`src/cnode_pkg.sv`:
```
package cnode_pkg;

  // ----------------------------------------
  // sizes
  // ----------------------------------------

  localparam int cZ           = 4;                   // lanes per beat
  localparam int cSHIFT_W     = 2;                   // cyclic shift amount
  localparam int cNODE_W      = 6;                   // signed message, 2's compl
  localparam int cMAG_W       = cNODE_W - 1;         // saturated magnitude
  localparam int cROW_MAX     = 8;                   // beats per row, max
  localparam int cIDX_W       = $clog2(cROW_MAX);    // beat index
  localparam int cNORM_OFFSET = 1;                   // offset min-sum correction
  localparam int cFIFO_DEPTH  = 16;                  // two full rows of context
  localparam int cFIFO_AW     = $clog2(cFIFO_DEPTH);
  localparam int cADDR_W      = 8;                   // output beat address

  // ----------------------------------------
  // types
  // ----------------------------------------

  typedef logic signed [cNODE_W-1 : 0] node_t;
  typedef node_t       [cZ-1 : 0]      znode_t;     // one message per lane

  typedef logic [cMAG_W-1   : 0] mag_t;
  typedef logic [cIDX_W-1   : 0] idx_t;
  typedef logic [cSHIFT_W-1 : 0] shift_t;

  // row framing
  typedef struct packed {
    logic sop;  // first beat of row
    logic eop;  // last beat of row
  } strb_t;

  typedef logic [cZ-1 : 0] zsign_t;  // bit l is lane l

  // context kept per beat until the row is restored
  typedef struct packed {
    zsign_t sign;
    shift_t shift;
  } ctx_t;

endpackage
```
`src/cnode_top.sv`:
```
`timescale 1ns/1ps

module cnode_top (
  input  logic                              iclk,
  input  logic                              ireset,
  input  logic                              istart,
  input  logic                              inorm_bypass,
  input  logic                              ival,
  input  cnode_pkg::strb_t                  istrb,
  input  cnode_pkg::shift_t                 ishift,
  input  cnode_pkg::znode_t                 ivnode,
  output logic                              ocnode_val,
  output logic [cnode_pkg::cADDR_W-1 : 0]   ocnode_addr,
  output cnode_pkg::znode_t                 ocnode,
  output logic                              odecfail,
  output logic                              obusy
);

  // input rotator side
  logic              rot_val;
  cnode_pkg::znode_t rot_dat;
  cnode_pkg::strb_t  strb_d;     // aligned with rotator output
  cnode_pkg::shift_t shift_d;

  // sort engines
  logic              sort_done    [cnode_pkg::cZ];
  cnode_pkg::idx_t   sort_row_len [cnode_pkg::cZ];
  cnode_pkg::mag_t   sort_min1    [cnode_pkg::cZ];
  cnode_pkg::mag_t   sort_min2    [cnode_pkg::cZ];
  cnode_pkg::idx_t   sort_idx     [cnode_pkg::cZ];
  cnode_pkg::zsign_t row_sign;
  logic [cnode_pkg::cZ-1 : 0] parity_err;

  // context fifo
  cnode_pkg::ctx_t   fifo_wdat;
  cnode_pkg::ctx_t   fifo_rdat;
  logic              fifo_rval;
  logic              fifo_empty;
  logic              fifo_full;
  logic              fifo_nempty_q;

  // restore
  logic              rst_read;
  logic              rst_val;
  cnode_pkg::shift_t rst_shift;
  cnode_pkg::znode_t rst_cnode;

  // ----------------------------------------
  // input alignment
  // ----------------------------------------

  cnode_rotator #(
    .p_right ( 1'b0 )
  ) u_in_rot (
    .iclk   ( iclk    ),
    .ireset ( ireset  ),
    .ival   ( ival    ),
    .idat   ( ivnode  ),
    .ishift ( ishift  ),
    .oval   ( rot_val ),
    .odat   ( rot_dat )
  );

  // same 1 tick as the rotator
  always_ff @(posedge iclk) begin
    strb_d  <= istrb;
    shift_d <= ishift;
  end

  // ----------------------------------------
  // sort engines, one per lane
  // ----------------------------------------

  for (genvar g = 0; g < cnode_pkg::cZ; g++) begin : g_sort
    cnode_sort_engine u_sort (
      .iclk        ( iclk            ),
      .ireset      ( ireset          ),
      .ival        ( rot_val         ),
      .istrb       ( strb_d          ),
      .ivnode      ( rot_dat[g]      ),
      .osort_done  ( sort_done[g]    ),
      .omin1       ( sort_min1[g]    ),
      .omin2       ( sort_min2[g]    ),
      .omin1_idx   ( sort_idx[g]     ),
      .osign       ( row_sign[g]     ),
      .oparity_err ( parity_err[g]   ),
      .orow_len    ( sort_row_len[g] )
    );

    assign fifo_wdat.sign[g] = rot_dat[g][cnode_pkg::cNODE_W-1];  // sign bit only
  end

  assign fifo_wdat.shift = shift_d;

  // ----------------------------------------
  // context fifo
  // ----------------------------------------

  cnode_ctx_fifo u_fifo (
    .iclk   ( iclk       ),
    .ireset ( ireset     ),
    .iwrite ( rot_val    ),
    .iwdat  ( fifo_wdat  ),
    .iread  ( rst_read   ),
    .ordat  ( fifo_rdat  ),
    .orval  ( fifo_rval  ),
    .oempty ( fifo_empty ),
    .ofull  ( fifo_full  )
  );

  // ----------------------------------------
  // restore and output de-alignment
  // ----------------------------------------

  // lanes finish together, lane 0 drives the read-out
  cnode_restore u_restore (
    .iclk         ( iclk            ),
    .ireset       ( ireset          ),
    .inorm_bypass ( inorm_bypass    ),
    .istart_row   ( sort_done[0]    ),
    .irow_len     ( sort_row_len[0] ),
    .omin1        ( sort_min1       ),
    .omin2        ( sort_min2       ),
    .imin1_idx    ( sort_idx        ),
    .isign        ( row_sign        ),
    .ictx         ( fifo_rdat       ),
    .ictx_val     ( fifo_rval       ),
    .oread        ( rst_read        ),
    .ocnode_val   ( rst_val         ),
    .ocnode_shift ( rst_shift       ),
    .ocnode       ( rst_cnode       )
  );

  cnode_rotator #(
    .p_right ( 1'b1 )
  ) u_out_rot (
    .iclk   ( iclk       ),
    .ireset ( ireset     ),
    .ival   ( rst_val    ),
    .idat   ( rst_cnode  ),
    .ishift ( rst_shift  ),
    .oval   ( ocnode_val ),
    .odat   ( ocnode     )
  );

  // ----------------------------------------
  // address, fail flag, busy
  // ----------------------------------------

  always_ff @(posedge iclk or posedge ireset) begin
    if (ireset) begin
      ocnode_addr   <= '0;
      odecfail      <= 1'b0;
      fifo_nempty_q <= 1'b0;
    end else begin
      ocnode_addr   <= istart ? '0 : (ocnode_addr + ocnode_val);
      fifo_nempty_q <= !fifo_empty;
      if (istart) begin
        odecfail <= 1'b0;
      end else if (sort_done[0] & (|parity_err)) begin
        odecfail <= 1'b1;  // sticky until next run
      end
    end
  end

  // output stream may have holes, so look at fifo too
  assign obusy = ocnode_val | fifo_nempty_q;

endmodule

```
`src/cnode_restore.sv`:
```
`timescale 1ns/1ps

module cnode_restore (
  input  logic              iclk,
  input  logic              ireset,
  input  logic              inorm_bypass,
  input  logic              istart_row,
  input  cnode_pkg::idx_t   irow_len,
  input  cnode_pkg::mag_t   omin1     [cnode_pkg::cZ],
  input  cnode_pkg::mag_t   omin2     [cnode_pkg::cZ],
  input  cnode_pkg::idx_t   imin1_idx [cnode_pkg::cZ],
  input  cnode_pkg::zsign_t isign,
  input  cnode_pkg::ctx_t   ictx,
  input  logic              ictx_val,
  output logic              oread,
  output logic              ocnode_val,
  output cnode_pkg::shift_t ocnode_shift,
  output cnode_pkg::znode_t ocnode
);

  cnode_pkg::idx_t   cnt;      // index of read being issued
  cnode_pkg::idx_t   len_q;    // last index of row
  cnode_pkg::idx_t   rd_idx;   // index of context now returning

  cnode_pkg::mag_t   mag_sel [cnode_pkg::cZ];
  cnode_pkg::mag_t   mag_nrm [cnode_pkg::cZ];
  cnode_pkg::node_t  mag_ext [cnode_pkg::cZ];
  cnode_pkg::znode_t msg;

  // ----------------------------------------
  // read-out sequencer
  // ----------------------------------------

  always_ff @(posedge iclk or posedge ireset) begin
    if (ireset) begin
      oread <= 1'b0;
      cnt   <= '0;
      len_q <= '0;
    end else if (istart_row) begin
      oread <= 1'b1;
      cnt   <= '0;
      len_q <= irow_len;
    end else if (oread) begin
      if (cnt == len_q) begin
        oread <= 1'b0;   // whole row issued
      end else begin
        cnt <= cnt + 1'b1;
      end
    end
  end

  // fifo answers one tick later, index follows it
  always_ff @(posedge iclk) begin
    if (oread) begin
      rd_idx <= cnt;
    end
  end

  // ----------------------------------------
  // per-lane message rebuild
  // ----------------------------------------

  always_comb begin
    for (int l = 0; l < cnode_pkg::cZ; l++) begin
      // exclude own contribution
      mag_sel[l] = (rd_idx == imin1_idx[l]) ? omin2[l] : omin1[l];
      if (inorm_bypass) begin
        mag_nrm[l] = mag_sel[l];
      end else if (mag_sel[l] > cnode_pkg::mag_t'(cnode_pkg::cNORM_OFFSET)) begin
        mag_nrm[l] = mag_sel[l] - cnode_pkg::mag_t'(cnode_pkg::cNORM_OFFSET);
      end else begin
        mag_nrm[l] = '0;  // floor at zero
      end
      mag_ext[l] = cnode_pkg::node_t'({1'b0, mag_nrm[l]});
      // row product without this beat's sign
      msg[l]     = (isign[l] ^ ictx.sign[l]) ? -mag_ext[l] : mag_ext[l];
    end
  end

  always_ff @(posedge iclk or posedge ireset) begin
    if (ireset) begin
      ocnode_val <= 1'b0;
    end else begin
      ocnode_val <= ictx_val;
    end
  end

  always_ff @(posedge iclk) begin
    if (ictx_val) begin
      ocnode       <= msg;
      ocnode_shift <= ictx.shift;  // for the output rotator
    end
  end

endmodule

```
`src/cnode_ctx_fifo.sv`:
```
`timescale 1ns/1ps

module cnode_ctx_fifo (
  input  logic            iclk,
  input  logic            ireset,
  input  logic            iwrite,
  input  cnode_pkg::ctx_t iwdat,
  input  logic            iread,
  output cnode_pkg::ctx_t ordat,
  output logic            orval,
  output logic            oempty,
  output logic            ofull
);

  cnode_pkg::ctx_t mem [cnode_pkg::cFIFO_DEPTH];

  // extra msb tells full from empty
  logic [cnode_pkg::cFIFO_AW : 0] wptr;
  logic [cnode_pkg::cFIFO_AW : 0] rptr;

  logic wr_ok;
  logic rd_ok;

  // ----------------------------------------
  // flags
  // ----------------------------------------

  assign oempty = (wptr == rptr);
  assign ofull  = (wptr[cnode_pkg::cFIFO_AW] != rptr[cnode_pkg::cFIFO_AW]) &&
                  (wptr[cnode_pkg::cFIFO_AW-1 : 0] == rptr[cnode_pkg::cFIFO_AW-1 : 0]);

  assign wr_ok = iwrite & !ofull;   // drop on overflow
  assign rd_ok = iread  & !oempty;

  // ----------------------------------------
  // pointers
  // ----------------------------------------

  always_ff @(posedge iclk or posedge ireset) begin
    if (ireset) begin
      wptr  <= '0;
      rptr  <= '0;
      orval <= 1'b0;
    end else begin
      orval <= rd_ok;               // data on next tick
      if (wr_ok) begin
        wptr <= wptr + 1'b1;
      end
      if (rd_ok) begin
        rptr <= rptr + 1'b1;
      end
    end
  end

  // ----------------------------------------
  // storage
  // ----------------------------------------

  always_ff @(posedge iclk) begin
    if (wr_ok) begin
      mem[wptr[cnode_pkg::cFIFO_AW-1 : 0]] <= iwdat;
    end
    if (rd_ok) begin
      ordat <= mem[rptr[cnode_pkg::cFIFO_AW-1 : 0]];
    end
  end

endmodule

```
`src/cnode_sort_engine.sv`:
```
`timescale 1ns/1ps

module cnode_sort_engine (
  input  logic             iclk,
  input  logic             ireset,
  input  logic             ival,
  input  cnode_pkg::strb_t istrb,
  input  cnode_pkg::node_t ivnode,
  output logic             osort_done,
  output cnode_pkg::mag_t  omin1,
  output cnode_pkg::mag_t  omin2,
  output cnode_pkg::idx_t  omin1_idx,
  output logic             osign,
  output logic             oparity_err,
  output cnode_pkg::idx_t  orow_len
);

  // input decode
  logic             vn_sign;
  cnode_pkg::node_t vn_abs;
  cnode_pkg::mag_t  vn_mag;

  // running search state
  cnode_pkg::idx_t  cnt;      // index of next beat
  cnode_pkg::idx_t  cur_idx;
  cnode_pkg::mag_t  min1;
  cnode_pkg::mag_t  min2;
  cnode_pkg::idx_t  min1_idx;
  logic             sign;

  // next state
  cnode_pkg::mag_t  min1_n;
  cnode_pkg::mag_t  min2_n;
  cnode_pkg::idx_t  min1_idx_n;
  logic             sign_n;

  // ----------------------------------------
  // magnitude with saturation
  // ----------------------------------------

  assign vn_sign = ivnode[cnode_pkg::cNODE_W-1];
  assign vn_abs  = vn_sign ? -ivnode : ivnode;
  // only -32 keeps its msb after negation -> clamp to 31
  assign vn_mag  = vn_abs[cnode_pkg::cNODE_W-1] ? '1 : vn_abs[cnode_pkg::cMAG_W-1 : 0];

  // ----------------------------------------
  // min1/min2 search
  // ----------------------------------------

  always_comb begin
    cur_idx = istrb.sop ? '0 : cnt;
    if (istrb.sop) begin
      // new row, restart from this beat
      min1_n     = vn_mag;
      min2_n     = '1;           // no second candidate yet
      min1_idx_n = cur_idx;
      sign_n     = vn_sign;
    end else begin
      min1_n     = min1;
      min2_n     = min2;
      min1_idx_n = min1_idx;
      sign_n     = sign ^ vn_sign;
      if (vn_mag < min1) begin
        min2_n     = min1;       // old min1 drops to second place
        min1_n     = vn_mag;
        min1_idx_n = cur_idx;
      end else if (vn_mag < min2) begin
        min2_n     = vn_mag;     // ties with min1 land here
      end
    end
  end

  always_ff @(posedge iclk or posedge ireset) begin
    if (ireset) begin
      cnt        <= '0;
      osort_done <= 1'b0;
    end else begin
      osort_done <= ival & istrb.eop;
      if (ival) begin
        cnt <= cur_idx + 1'b1;
      end
    end
  end

  always_ff @(posedge iclk) begin
    if (ival) begin
      min1     <= min1_n;
      min2     <= min2_n;
      min1_idx <= min1_idx_n;
      sign     <= sign_n;
    end
  end

  // ----------------------------------------
  // hold register, stable through read-out
  // ----------------------------------------

  always_ff @(posedge iclk) begin
    if (ival & istrb.eop) begin
      omin1     <= min1_n;
      omin2     <= min2_n;
      omin1_idx <= min1_idx_n;
      osign     <= sign_n;
      orow_len  <= cur_idx;    // beats - 1
    end
  end

  // negative message is a hard one, so sign product is the check parity
  assign oparity_err = osign;

endmodule

```
`src/cnode_rotator.sv`:
```
`timescale 1ns/1ps

module cnode_rotator #(
  parameter bit p_right = 1'b0  // 0 : left (align), 1 : right (undo)
) (
  input  logic              iclk,
  input  logic              ireset,
  input  logic              ival,
  input  cnode_pkg::znode_t idat,
  input  cnode_pkg::shift_t ishift,
  output logic              oval,
  output cnode_pkg::znode_t odat
);

  cnode_pkg::znode_t rot;  // combinational rotation result

  // ----------------------------------------
  // lane permutation
  // ----------------------------------------

  // left  : out lane l takes in lane (l + shift) mod cZ
  // right : out lane l takes in lane (l - shift) mod cZ
  always_comb begin
    for (int l = 0; l < cnode_pkg::cZ; l++) begin
      if (p_right) begin
        rot[l] = idat[(l + cnode_pkg::cZ - int'(ishift)) % cnode_pkg::cZ];
      end else begin
        rot[l] = idat[(l + int'(ishift)) % cnode_pkg::cZ];
      end
    end
  end

  // ----------------------------------------
  // output register, 1 tick
  // ----------------------------------------

  always_ff @(posedge iclk or posedge ireset) begin
    if (ireset) begin
      oval <= 1'b0;
    end else begin
      oval <= ival;
    end
  end

  always_ff @(posedge iclk) begin
    if (ival) begin
      odat <= rot;  // data held between beats
    end
  end

endmodule

```
`config.mk`:
```
export PLATFORM = sky130hd
export DESIGN_NAME = cnode_top
export DESIGN_NICKNAME = d
export VERILOG_FILES = /design/src/cnode_pkg.sv /design/src/cnode_top.sv /design/src/cnode_restore.sv /design/src/cnode_ctx_fifo.sv /design/src/cnode_sort_engine.sv /design/src/cnode_rotator.sv
export SDC_FILE = /design/constraint.sdc
export NUM_CORES = 1
export LEC_CHECK = 0
export BUFFER_PORTS_ARGS = -buffer_cell sky130_fd_sc_hd__buf_4
export CORE_ASPECT_RATIO = 2
export CORE_MARGIN = 1.5
export CORE_UTILIZATION = 40
export DETAILED_ROUTE_END_ITERATION = 10
export SLEW_MARGIN = 10
export SYNTH_ARGS = -nofsm -noshare
export SYNTH_HDL_FRONTEND = slang
export SYNTH_SLANG_ARGS = --single-unit
```
`constraint.sdc`:
```
create_clock -name iclk -period 5.65 [get_ports iclk]
set_input_delay 0.565 -clock iclk [delete_from_list [all_inputs] [get_ports iclk]]
set_output_delay 0.565 -clock iclk [all_outputs]
set_load 0.03 [all_outputs]
```
### After elaboration in Yosys (flattened, before gate mapping)

Memory sizes are Yosys's and may differ from the RTL's. A register that Yosys moved wholly into a read port is not among the register bits.
Index checks and enable logic that the tools add are counted.

| storage, ports and cells | value |
|---|---|
| bits of input ports | 33 |
| memories kept | 1 |
| latch bits | 0 |
| memory bits (writable) | 96 |
| ROM bits | 0 |
| register bits after elaboration | 240 |

Memory list:

| memory | depth | bits a word | read ports | clocked after memory_dff | wr ports | line | text |
|---|---|---|---|---|---|---|---|
| u_fifo.mem | 16 | 6 | 1 | 1 | 1 | cnode_ctx_fifo.sv:15 | `cnode_pkg::ctx_t mem [cnode_pkg::cFIFO_DEPTH];` |

| cells by class | value |
|---|---|
| shifts and indexed selects | 0 |
| $add $sub $neg | 27 |
| eq/ne operators | 9 |
| bitwise gates (word level) | 20 |
| multiplexer cells | 94 |
| multipliers | 0 |
| divide/modulo/power cells | 0 |
| $lt $le $gt $ge | 20 |
| reductions and logical operators | 14 |

Operator list:

| operator | number |
|---|---|
| 5-bit two-way mux | 40 |
| 6-bit two-way mux | 19 |
| 6-bit binary-select mux with 2-bit select | 8 |
| 3-bit two-way mux | 15 |
| 5-bit less-than comparator | 8 |
| 3-bit by 4-bit less-than comparator with 1-bit output (second input constant) | 7 |
| 5-bit negator with 6-bit output | 4 |
| 6-bit negator | 4 |
| 5-bit by 1-bit > comparator with 1-bit output (second input constant) | 4 |
| 5-bit by 1-bit subtractor with 5-bit output (second input constant) | 4 |
| 3-bit by 2-bit subtractor with 4-bit output (first input constant) | 4 |
| 3-bit by 1-bit adder with 3-bit output (second input constant) | 5 |
| 3-bit == test | 5 |
| 2-bit OR reduction | 7 |
| 1-bit two-way mux | 11 |
| 5-bit by 1-bit adder with 5-bit output (second input constant) | 2 |
| 8-bit by 1-bit adder with 8-bit output | 1 |
| 1-bit AND | 8 |
| 8-bit two-way mux | 1 |
| 1-bit bitwise XOR | 8 |
| 5-bit == test | 1 |
| 2-bit adder (first input constant) | 2 |
| 4-bit == test | 1 |
| 2-bit nonzero test | 2 |
| 10 further kinds | 13 |

### Depth between registers and ports, before layout

Gate-level depths: netlist of run 1.

| depth | value |
|---|---|
| depth after elaboration | 7 |
| mapped depth | 14 |
| depth with buffers taken out | 13 |

### Cells and area by module

From an unflattened synthesis of run 1, not the netlist that was laid out.

| second synthesis, totals | value |
|---|---|
| cell total of the unflattened synthesis | 1314 |
| area, all modules | 18262.5 sq um |

Modules (own cells, without submodules):

| module | cells each | times used | area each (sq um) |
|---|---|---|---|
| cnode_sort_engine (g_sort[0].u_sort ...) | 142 | 3 | 1785.5 |
| cnode_ctx_fifo | 255 | 1 | 4713.3 |
| cnode_restore | 332 | 1 | 3128.0 |
| cnode_sort_engine (g_sort[2].u_sort) | 142 | 1 | 1774.2 |
| cnode_rotator (u_out_rot) | 56 | 1 | 1388.8 |
| cnode_rotator (u_in_rot) | 56 | 1 | 1373.8 |
| cnode_top | 47 | 1 | 528.0 |

### Least setup slack after synthesis of run 1

OpenSTA, ideal clock, no wires.

| timing | value |
|---|---|
| path kind | register -> register |
| start point | register u_in_rot.oval |
| end point | register g_sort[0].u_sort.omin1[0] (enable) |
| setup slack | 1.920 ns |
| stages on the path, launching flop included | 3 |
| required time | 5.226 ns |
| path buffers | 1 |
| data arrival time | 3.307 ns |
| cell sequence | dfrtp_1 clkbuf_1 and2_1 |

| between the ends | value |
|---|---|
| longest elaborated chain between the ends | 1 |

Ends and longest elaborated chain:

| item | line | text |
|---|---|---|
| start, declared | cnode_rotator.sv:11 | `output logic oval,` |
| start signal, assigned | cnode_rotator.sv:41 | `oval <= ival;` |
| 1-bit AND | - |  |
| end signal, assigned | cnode_sort_engine.sv:100 | `omin1 <= min1_n;` |
| end, declared | cnode_sort_engine.sv:10 | `output cnode_pkg::mag_t omin1,` |

No other way between the ends.
A chain may end at the register's enable or synchronous reset.

==> impl_metrics.yaml, run 1 <==
setup_path:
  reg2reg_to: "u_restore.ocnode[10]$_DFFE_PP_"
  worstPathCellList: "xnor2_1, and3_1, mux2i_1, inv_1, ha_1, inv_1, o311ai_1, a21oi_1, a21oi_1, ha_1, inv_1, o31ai_4, xor2_1"
  cp-end-kind: "flip-flop"
  crit_top_cell: "inv_1"
  required_ns: 5.98
  critPathCapture: "u_restore.ocnode[10]$_DFFE_PP_"
  criticalPathCategory: "reg -> reg"
  start_kind: "flip-flop"
  r2r_slack_ns: 1.93
  critical-path-slowest-cell: "and3_1"
  cp.arrival_ns: 4.04
  cpPeakStageDelay_ns: 0.58
  r2r_cells: 13
  startpoint: "u_restore.rd_idx[2]$_DFFE_PP_"
  r2r_start: "u_restore.rd_idx[2]$_DFFE_PP_"
  critPathMaxFanout: 10
placement:
  place_inst: 1746
  port_buffers: 67
  gp_congestion: 0.798
  place_ws_ns: 1.96
  dp_hpwl_um: 26700
die:
  die_y_um: 294
  start_util: 0.406
  die_area_um2: 43700
  num_rows: 106
  fp.dieW_um: 149
  io_pins: 68
  core_um2: 41800
sta:
  period_share: 0.658
  rsz0062_at_grt: "false"
  min_period_ns: 3.72
  setup_tns_ns: 0
  slew_headroom: 0.320
  setup_viol: 0
  max_freq_mhz: 269
  finalMaxSlewViolations: 0
  finClkSkew_ns: 0.0185
  fin_ws_ns: 1.93
  worst_slew_pin_slew_ns: 1.02
  hold_viol: 0
final_layout:
  multiInputGateArea_um2: 6460
  diodes: 0
  fin_util: 0.454
  fillCellCount: 3687
  fin_nets: 1332
  register_area_um2: 10000
  syn_to_final_growth_pct: 11.8
  fin_cells: 1803
  layout_common_cells: "edfxtp_1, nor2_1, mux4_2"
  drive_gt1_frac: 0.213
  layout.cells.most_common: "edfxtp_1"
job:
  drv_cap: 0
synth:
  syn-num-nets: 1271
  synth_flop_cell: "edfxtp_1"
  yosysUniqueCellTypes: 66
  synth_top_family_by_area: "multiplexers"
  netlist_area_um2: 17000
  synth-seq-area-share: 0.590
  synth-async-reset-ratio: 0.129
  synth-seq-cells: 342
  synth_edf_count: 294
  synthCells: 1178
  yosys.area_share.xor_xnor: 0.0305
  avgSynthCellArea_um2: 14.4
  synth_compound_gate_area_share: 0.0659
  synthAdderAreaFrac: 0.0443
  muxShareOfSynthArea: 0.165
  yosys.area_share.simple: 0.0749
  yosys_warnings: 0
grt:
  track_usage: 0.170
  grt_pass1_vias: 10300
  grt_max_degree: 61
  grt_first_pass_wirelength_um: 56600
  overflow: 0
  antenna_found_initial: 0
drt:
  routed_via_density: 5.41
  ant_nets: 0
  wl_um: 36100
  drtIter0Drc: 505
  routedWlPerCell_um: 20.0
  drc_errors: 0
  num_vias: 9748
  firstDrtPassIters: 4
pwr:
  p_total_uw: 9100
  leakagePower_uw: 0.00697
  powerDensity_nw_per_um2: 479
  ir_drop_mv: 0.224
clock_network:
  post-cts-setup-buffers: 0
  htree_num_levels: 1
  root_buffer: "clkbuf_16"
  clock_sinks: 342
  cts.clk_slew.worst_paths_ns: 0.07
  cts_tree: "built"
  cts-resized-gates: 0
  postCtsHoldBufs: 0
  cts_made_buffers: 30
  insertion_delay_ns: 0.58
  cts_buffer_depth: 3
worst_hold_path:
  min_path_cells: 1
  min_path_type: "in -> reg"
  hp-start: "istrb[1]"
status:
  status: "finished clean"
stage by stage:
| stage | area (µm²) | hold slack (ns) |
|---|---|---|
| CTS | 18900 | 0.0601 |
| global route | 19000 | 0.0673 |
| floorplan | 17000 | 0.400 |
| global placement | 18000 | 0.458 |
| finish | 19000 | 0.0871 |
| detailed placement | 18000 | 0.471 |
cell families (layout without fill, tap and decap cells):
group                    after synthesis  count (layout)
flip-flops                           342             342
AND/OR/NAND/NOR                      257             257
multiplexers                         176             176
AO/OA/AOI/OAI                        161             161
buffers and inverters                123             208
adder cells (fa/ha/maj)               60              60
XOR/XNOR                              59              59
where the power goes:
part	internal [µW]	total (µW)	switching, µW
clock	1090	2030	937
combinational	1440	3050	1610
sequential	3530	4020	491
flip-flops by register name, indices dropped and copies added (netlist names), 4 cells and up:
signal / cells
u_fifo.mem: 96
ocnode_addr: 8
u_fifo.rptr: 5
u_out_rot.odat: 24
u_in_rot.odat: 24
g_sort.u_sort.omin1: 20
g_sort.u_sort.oparity_err: 4
g_sort.u_sort.min1_idx: 12
u_fifo.ordat: 6
u_fifo.wptr: 5
u_restore.ocnode: 24
g_sort.u_sort.omin2: 20
g_sort.u_sort.min1: 20
g_sort.u_sort.min2: 20
g_sort.u_sort.sign: 4
g_sort.u_sort.omin1_idx: 12
g_sort.u_sort.cnt: 12
layout make-up:
class                   count  area share
multi-input cells         713       0.340
clock buffers              41      0.0423
well taps                 540      0.0356
repair buffers             78      0.0319
clock inverters            15     0.00745
flip-flops and latches    342       0.528
inverters                  74      0.0146
synthesized netlist by cell type, types with 5 or more instances:
| cell type | number | area, µm² |
|---|---|---|
| nand3_1 | 10 | 50.1 |
| and2_1 | 18 | 113 |
| a21o_1 | 5 | 37.5 |
| xnor2_1 | 31 | 272 |
| edfxtp_1 | 294 | 8830 |
| clkbuf_1 | 28 | 105 |
| nor2b_1 | 14 | 87.6 |
| buf_1 | 5 | 18.8 |
| or3_1 | 8 | 50.1 |
| inv_1 | 72 | 270 |
| xor2_1 | 28 | 245 |
| a31oi_1 | 22 | 138 |
| nor2_1 | 92 | 345 |
| or2_2 | 11 | 68.8 |
| nor3_1 | 28 | 140 |
| mux2_2 | 35 | 394 |
| o21ai_0 | 33 | 165 |
| nand2_1 | 33 | 124 |
| nand4_1 | 7 | 43.8 |
| mux4_2 | 78 | 1760 |
| dfrtp_1 | 44 | 1100 |
| ha_1 | 60 | 751 |
| mux2i_1 | 59 | 591 |
| nand2b_1 | 15 | 93.8 |
| buf_2 | 13 | 65.1 |
| and3_1 | 5 | 31.3 |
| a21oi_1 | 49 | 245 |
worst max-delay path: cells and delay by family (launching register included):
family	cells	cell delay (ns)
mux	1	0.43
buf+inv	3	0.25
flops	1	0.48
simple gates	1	0.58
fa+ha+maj	2	0.42
compound gates	4	0.62
xor+xnor	2	0.68
routing by layer:
| metal | routed length (µm) | part of all wire | vias up | GRT usage |
|---|---|---|---|---|
| li1 | - | - | 4592 | - |
| met1 | 12200 | 0.34 | 4926 | 0.163 |
| met2 | 21100 | 0.59 | 156 | 0.344 |
| met3 | 855 | 0.024 | 74 | 0.0163 |
| met4 | 1850 | 0.051 | 0 | 0.0894 |
| met5 | 0 | 0 | - | 0 |
how the worst min path moves through the flow:
stage / endpoint / slack (ns)
after floorplan: u_restore.ocnode_shift[0]$_DFFE_PP_ / 0.40
after global placement: u_restore.len_q[1]$_DFFE_PP0P_ / 0.46
after detailed placement: u_restore.len_q[1]$_DFFE_PP0P_ / 0.47
after CTS: strb_d[1]$_DFF_P_ / 0.06
after global routing: strb_d[0]$_DFF_P_ / 0.07
final: strb_d[1]$_DFF_P_ / 0.09
(Power assumes the default switching activity.)
==> run 2: changes to the inputs <==
Clock period 5.65 ns to 3.4 ns, I/O delays scaled along.
==> impl_metrics.yaml, run 2 (same netlist as run 1, synthesis figures left out) <==
setup_path:
  crit_top_cell: "inv_1"
  critical-path-slowest-cell: "edfxtp_1"
  critPathMaxFanout: 4
  required_ns: 3.71
  cpPeakStageDelay_ns: 0.48
  path_delay_family: "compound AO/OA/AOI/OAI gates"
  worstPathCellList: "xnor2_2, and3_1, mux2i_1, inv_1, ha_1, inv_1, o311ai_1, a21oi_1, a21oi_1, ha_1, inv_1, o31ai_4, xor2_1"
  cp-end-kind: "flip-flop"
  start_kind: "flip-flop"
  criticalPathCategory: "reg -> reg"
  critical_path_buf_inv_count: 3
  cp.arrival_ns: 3.50
sta:
  max_freq_mhz: 314
  hold_viol: 33
  period_share: 0.936
  slew_headroom: 0.275
  worst_slew_pin_slew_ns: 1.09
  finalMaxSlewViolations: 0
  min_period_ns: 3.18
  hold_slack_ns: -0.0183
  setup_tns_ns: 0
  finClkSkew_ns: 0.0221
  setup_viol: 0
final_layout:
  fin_nets: 1364
  diodes: 0
  finalInstanceArea_um2: 19300
  layout.cells.most_common: "edfxtp_1"
  largest_reg_flops: 96
  register_area_um2: 10000
  fin_cells: 1835
  layout_common_cells: "edfxtp_1, buf_4, nor2_1"
  syn_to_final_growth_pct: 14.0
  drive_gt1_frac: 0.242
  multiInputGateArea_um2: 6510
  fillCellCount: 3650
grt:
  overflow: 0
  use_met1: 0.156
  track_usage: 0.171
  antenna_found_initial: 0
  use_met3: 0.0174
  top_usage_layer: "met2"
  grt_max_degree: 77
  grt_pass1_vias: 10300
  grt_first_pass_wirelength_um: 56600
  met2_usage: 0.357
clock_network:
  cts_tree: "built"
  cts_buffer_depth: 3
  root_buffer: "clkbuf_16"
  cts.clk_slew.worst_paths_ns: 0.07
  cts_made_buffers: 30
  insertion_delay_ns: 0.58
  clock_sinks: 342
  htree_num_levels: 1
status:
  violations: "negative hold slack"
  status: "finished, violations left"
die:
  io_pins: 68
  num_rows: 106
  die_area_um2: 43700
  die_y_um: 294
  core_um2: 41800
  fp.dieW_um: 149
  start_util: 0.406
pwr:
  powerDensity_nw_per_um2: 798
  leakagePower_uw: 0.00718
  ir_drop_mv: 0.498
drt:
  firstDrtPassIters: 6
  routed_via_density: 5.33
  routedWlPerCell_um: 19.9
  wl_um: 36500
  drc_errors: 0
  ant_nets: 0
  drtIter0Drc: 440
  num_vias: 9774
job:
  drv_cap: 0
placement:
  dpl_cell_area_um2: 18200
  gp_congestion: 0.785
  place_inst: 1772
  port_buffers: 67
  dp_hpwl_um: 27300
worst_hold_path:
  min_path_type: "in -> async"
-- run 2: through the flow --
| step | setup WS [ns] | utilization | power, µW | hold WS (ns) |
|---|---|---|---|---|
| floorplan | 0.300 | - | 10300 | 0.368 |
| global placement | 0.0178 | 0.436 | 11900 | 0.444 |
| detailed placement | -0.0460 | 0.436 | 12000 | 0.446 |
| CTS | 0.115 | 0.461 | 15600 | 0.000862 |
| global route | -0.0242 | 0.463 | 16200 | 0.0551 |
| finish | 0.219 | 0.463 | 15400 | -0.0183 |
-- run 2: where the power goes --
group | internal (µW) | leakage (µW) | switching, µW
logic | 2520 | 0.00334 | 2680
registers | 5860 | 0.00334 | 872
clock network | 1970 | 0.000492 | 1540
-- run 2: cell type report --
type	instances	share of cell area
flip-flops and latches	342	0.518
multi-input cells	713	0.337
repair buffers	110	0.0439
clock buffers	36	0.0410
well taps	540	0.0349
inverters	74	0.0144
clock inverters	20	0.0113
-- run 2: worst register-to-register path: cells and delay by family (launching register included) --
family                   cells  cell delay [ns]
buffers and inverters        3             0.25
XOR/XNOR                     2             0.54
AND/OR/NAND/NOR              1             0.32
AO/OA/AOI/OAI                4             0.61
flip-flops                   1             0.48
adder cells (fa/ha/maj)      2             0.43
multiplexers                 1             0.28
-- run 2: repair_timing --
item	in CTS	in global routing
hold buffers	3	0
pin swaps	0	2
gates resized for setup	3	8
endpoints found under the setup margin	1	15
endpoints found under the hold margin	11	0
buffers inserted	0	4
-- run 2: layer usage --
layer | routed length (µm) | up-vias
li1 | - | 4642
met1 | 12000 | 4938
met2 | 22000 | 130
met3 | 829 | 64
met4 | 1660 | 0
met5 | 0 | -
-- run 2: path summary, 6_finish.rpt --
| path | from | end | slack, ns | depth (start not counted) |
|---|---|---|---|---|
| setup reg to reg | u_restore.rd_idx[1]$_DFFE_PP_ | u_restore.ocnode[10]$_DFFE_PP_ | 0.22 | 13 |
| setup / recovery | u_restore.rd_idx[1]$_DFFE_PP_ | u_restore.ocnode[10]$_DFFE_PP_ | 0.22 | 13 |
| hold reg to reg | g_sort[0].u_sort.orow_len[1]$_DFFE_PP_ | u_restore.len_q[1]$_DFFE_PP0P_ | 0.47 | 1 |
| hold / removal | ireset | ocnode_addr[5]$_DFF_PP0_ | -0.02 | 2 |
| min in group iclk | ival | u_in_rot.oval$_DFF_PP0_ | 0.10 | 1 |
| max in group asynchronous | ireset | u_in_rot.oval$_DFF_PP0_ | 2.77 | 2 |
==> run 3: changes to the inputs <==
--- a/config.mk
+++ b/config.mk
@@ -9,3 +9,2 @@
 export CORE_ASPECT_RATIO = 2
-export CORE_MARGIN = 1.5
 export CORE_UTILIZATION = 40
==> constraint.sdc (replaced) <==
create_clock -name iclk -period 3.4 [get_ports iclk]
set_input_delay 0.17 -clock iclk [delete_from_list [all_inputs] [get_ports iclk]]
set_output_delay 0.17 -clock iclk [all_outputs]
set_load 0.03 [all_outputs]
==> impl_metrics.yaml, run 3 (same netlist as run 1, synthesis figures left out) <==
setup_path:
  required_ns: 3.73
  r2r_cells: 11
  cp.arrival_ns: 3.49
  critPathMaxFanout: 6
  criticalPathCategory: "reg -> reg"
  r2r_start: "u_in_rot.odat[2]$_DFFE_PP_"
  start_kind: "flip-flop"
  reg2reg_to: "g_sort[0].u_sort.omin2[4]$_DFFE_PP_"
  r2r_slack_ns: 0.24
  cp-end-kind: "flip-flop"
die:
  core_um2: 41800
  start_util: 0.406
  num_rows: 106
  die_area_um2: 43300
  fp.dieW_um: 148
  io_pins: 68
  die_y_um: 293
drt:
  ant_nets: 0
  routed_via_density: 5.39
  firstDrtPassIters: 5
  wl_um: 37100
  drtIter0Drc: 432
  routedWlPerCell_um: 20.1
  drc_errors: 0
  num_vias: 9954
job:
  drv_cap: 0
pwr:
  p_total_uw: 15500
  powerDensity_nw_per_um2: 794
  leakagePower_uw: 0.00722
  ir_drop_mv: 0.386
placement:
  port_buffers: 67
  dpl_cell_area_um2: 18200
  gp_congestion: 0.833
  dp_hpwl_um: 27800
sta:
  worst_slew_pin_slew_ns: 1.09
  setup_tns_ns: 0
  setup_viol: 0
  finalMaxSlewViolations: 0
  min_period_ns: 3.16
  max_freq_mhz: 316
  period_share: 0.929
  hold_viol: 0
  slew_headroom: 0.274
  finClkSkew_ns: 0.0116
  rsz0062_at_grt: "false"
clock_network:
  cts_tree: "built"
  cts_made_buffers: 30
  cts_buffer_depth: 3
  cts.clk_slew.worst_paths_ns: 0.07
  root_buffer: "clkbuf_16"
  htree_num_levels: 1
  clock_sinks: 342
  insertion_delay_ns: 0.58
grt:
  grt_max_degree: 61
  track_usage: 0.175
  grt_pass1_vias: 10300
  overflow: 0
  antenna_found_initial: 0
  grt_first_pass_wirelength_um: 57200
final_layout:
  fin_nets: 1379
  diodes: 0
  drive_gt1_frac: 0.233
  finalInstanceArea_um2: 19500
  layout_common_cells: "edfxtp_1, buf_4, nor2_1"
  layout.cells.most_common: "edfxtp_1"
  syn_to_final_growth_pct: 14.9
  largest_reg_flops: 96
worst_hold_path:
  min_path_cells: 2
  hp-start: "ivnode[21]"
  min_to: "u_in_rot.odat[9]$_DFFE_PP_"
  min_path_type: "in -> reg"
status:
  status: "finished clean"
[run 3: cell types whose count changed in the layout (fill, tap and decap cells not counted), moves of 3 or more]
| cell | before | now |
|---|---|---|
| dlygate4sd3_1 | 3 | 21 |
| clkinvlp_4 | 2 | 5 |
| clkinv_2 | 6 | 3 |
| buf_4 | 105 | 101 |
[run 3: critical path: stages (launching register included)]
cell,delay [ns]
edfxtp_1,0.47
nor3_1,0.32
a21o_1,0.16
a21oi_1,0.06
a31oi_1,0.31
ha_1,0.29
o21ai_0,0.08
a31oi_1,0.09
o41ai_4,0.49
mux2i_1,0.27
mux2i_1,0.08
or2_2,0.29
[run 3: how the worst max path moves through the flow]
| stage | start | endpoint | slack, ns | cells after the start |
|---|---|---|---|---|
| final | u_in_rot.odat[2]$_DFFE_PP_ | g_sort[0].u_sort.omin2[4]$_DFFE_PP_ | 0.24 | 11 |
| after global routing | u_in_rot.odat[2]$_DFFE_PP_ | g_sort[0].u_sort.omin2[1]$_DFFE_PP_ | 0.002 | 11 |
| after CTS | u_restore.rd_idx[1]$_DFFE_PP_ | u_restore.ocnode[10]$_DFFE_PP_ | 0.02 | 12 |
| after detailed placement | u_restore.rd_idx[1]$_DFFE_PP_ | u_restore.ocnode[10]$_DFFE_PP_ | 0.04 | 12 |
| after global placement | u_restore.rd_idx[2]$_DFFE_PP_ | u_restore.ocnode[10]$_DFFE_PP_ | 0.06 | 12 |
| after floorplan | u_in_rot.oval$_DFF_PP0_ | g_sort[0].u_sort.omin1[0]$_DFFE_PP_ | 0.30 | 2 |
[run 3: metal layers]
layer	vias to the layer above	global-route usage	part of all wire
met5	-	0	0
met4	0	0.0810	0.040
met3	69	0.0151	0.023
met2	169	0.376	0.62
met1	5030	0.155	0.32
li1	4686	-	-
[run 3: report_power, final]
part / switching, µW / internal, µW
Clock: 1550 / 1990
Combinational: 2670 / 2540
Sequential: 875 / 5860
[run 3: final cells by class]
type | count | area [µm²]
clock buffer | 34 | 797
multi-input combinational | 713 | 6490
sequential | 342 | 10000
fill | 3675 | 22300
inverter | 74 | 278
timing repair buffer | 125 | 1030
clock inverter | 20 | 213
tap | 540 | 676
[run 3: repair_timing]
action	4_1_cts	5_1_grt
hold buffers	21	0
gates resized for setup	0	7
hold endpoints to repair	65	0
endpoints found under the setup margin	0	5
buffers inserted	0	0
[run 3: through the flow]
step                hold WS (ns)  instances  setup slack, ns   util
floorplan                  0.198       1178            0.300      -
global placement           0.275       1773           0.0636  0.437
detailed placement         0.277       1773           0.0365  0.437
CTS                      0.00227       1848           0.0229  0.466
global route              0.0181       1848          0.00187  0.467
finish                    0.0239       1848            0.240  0.467
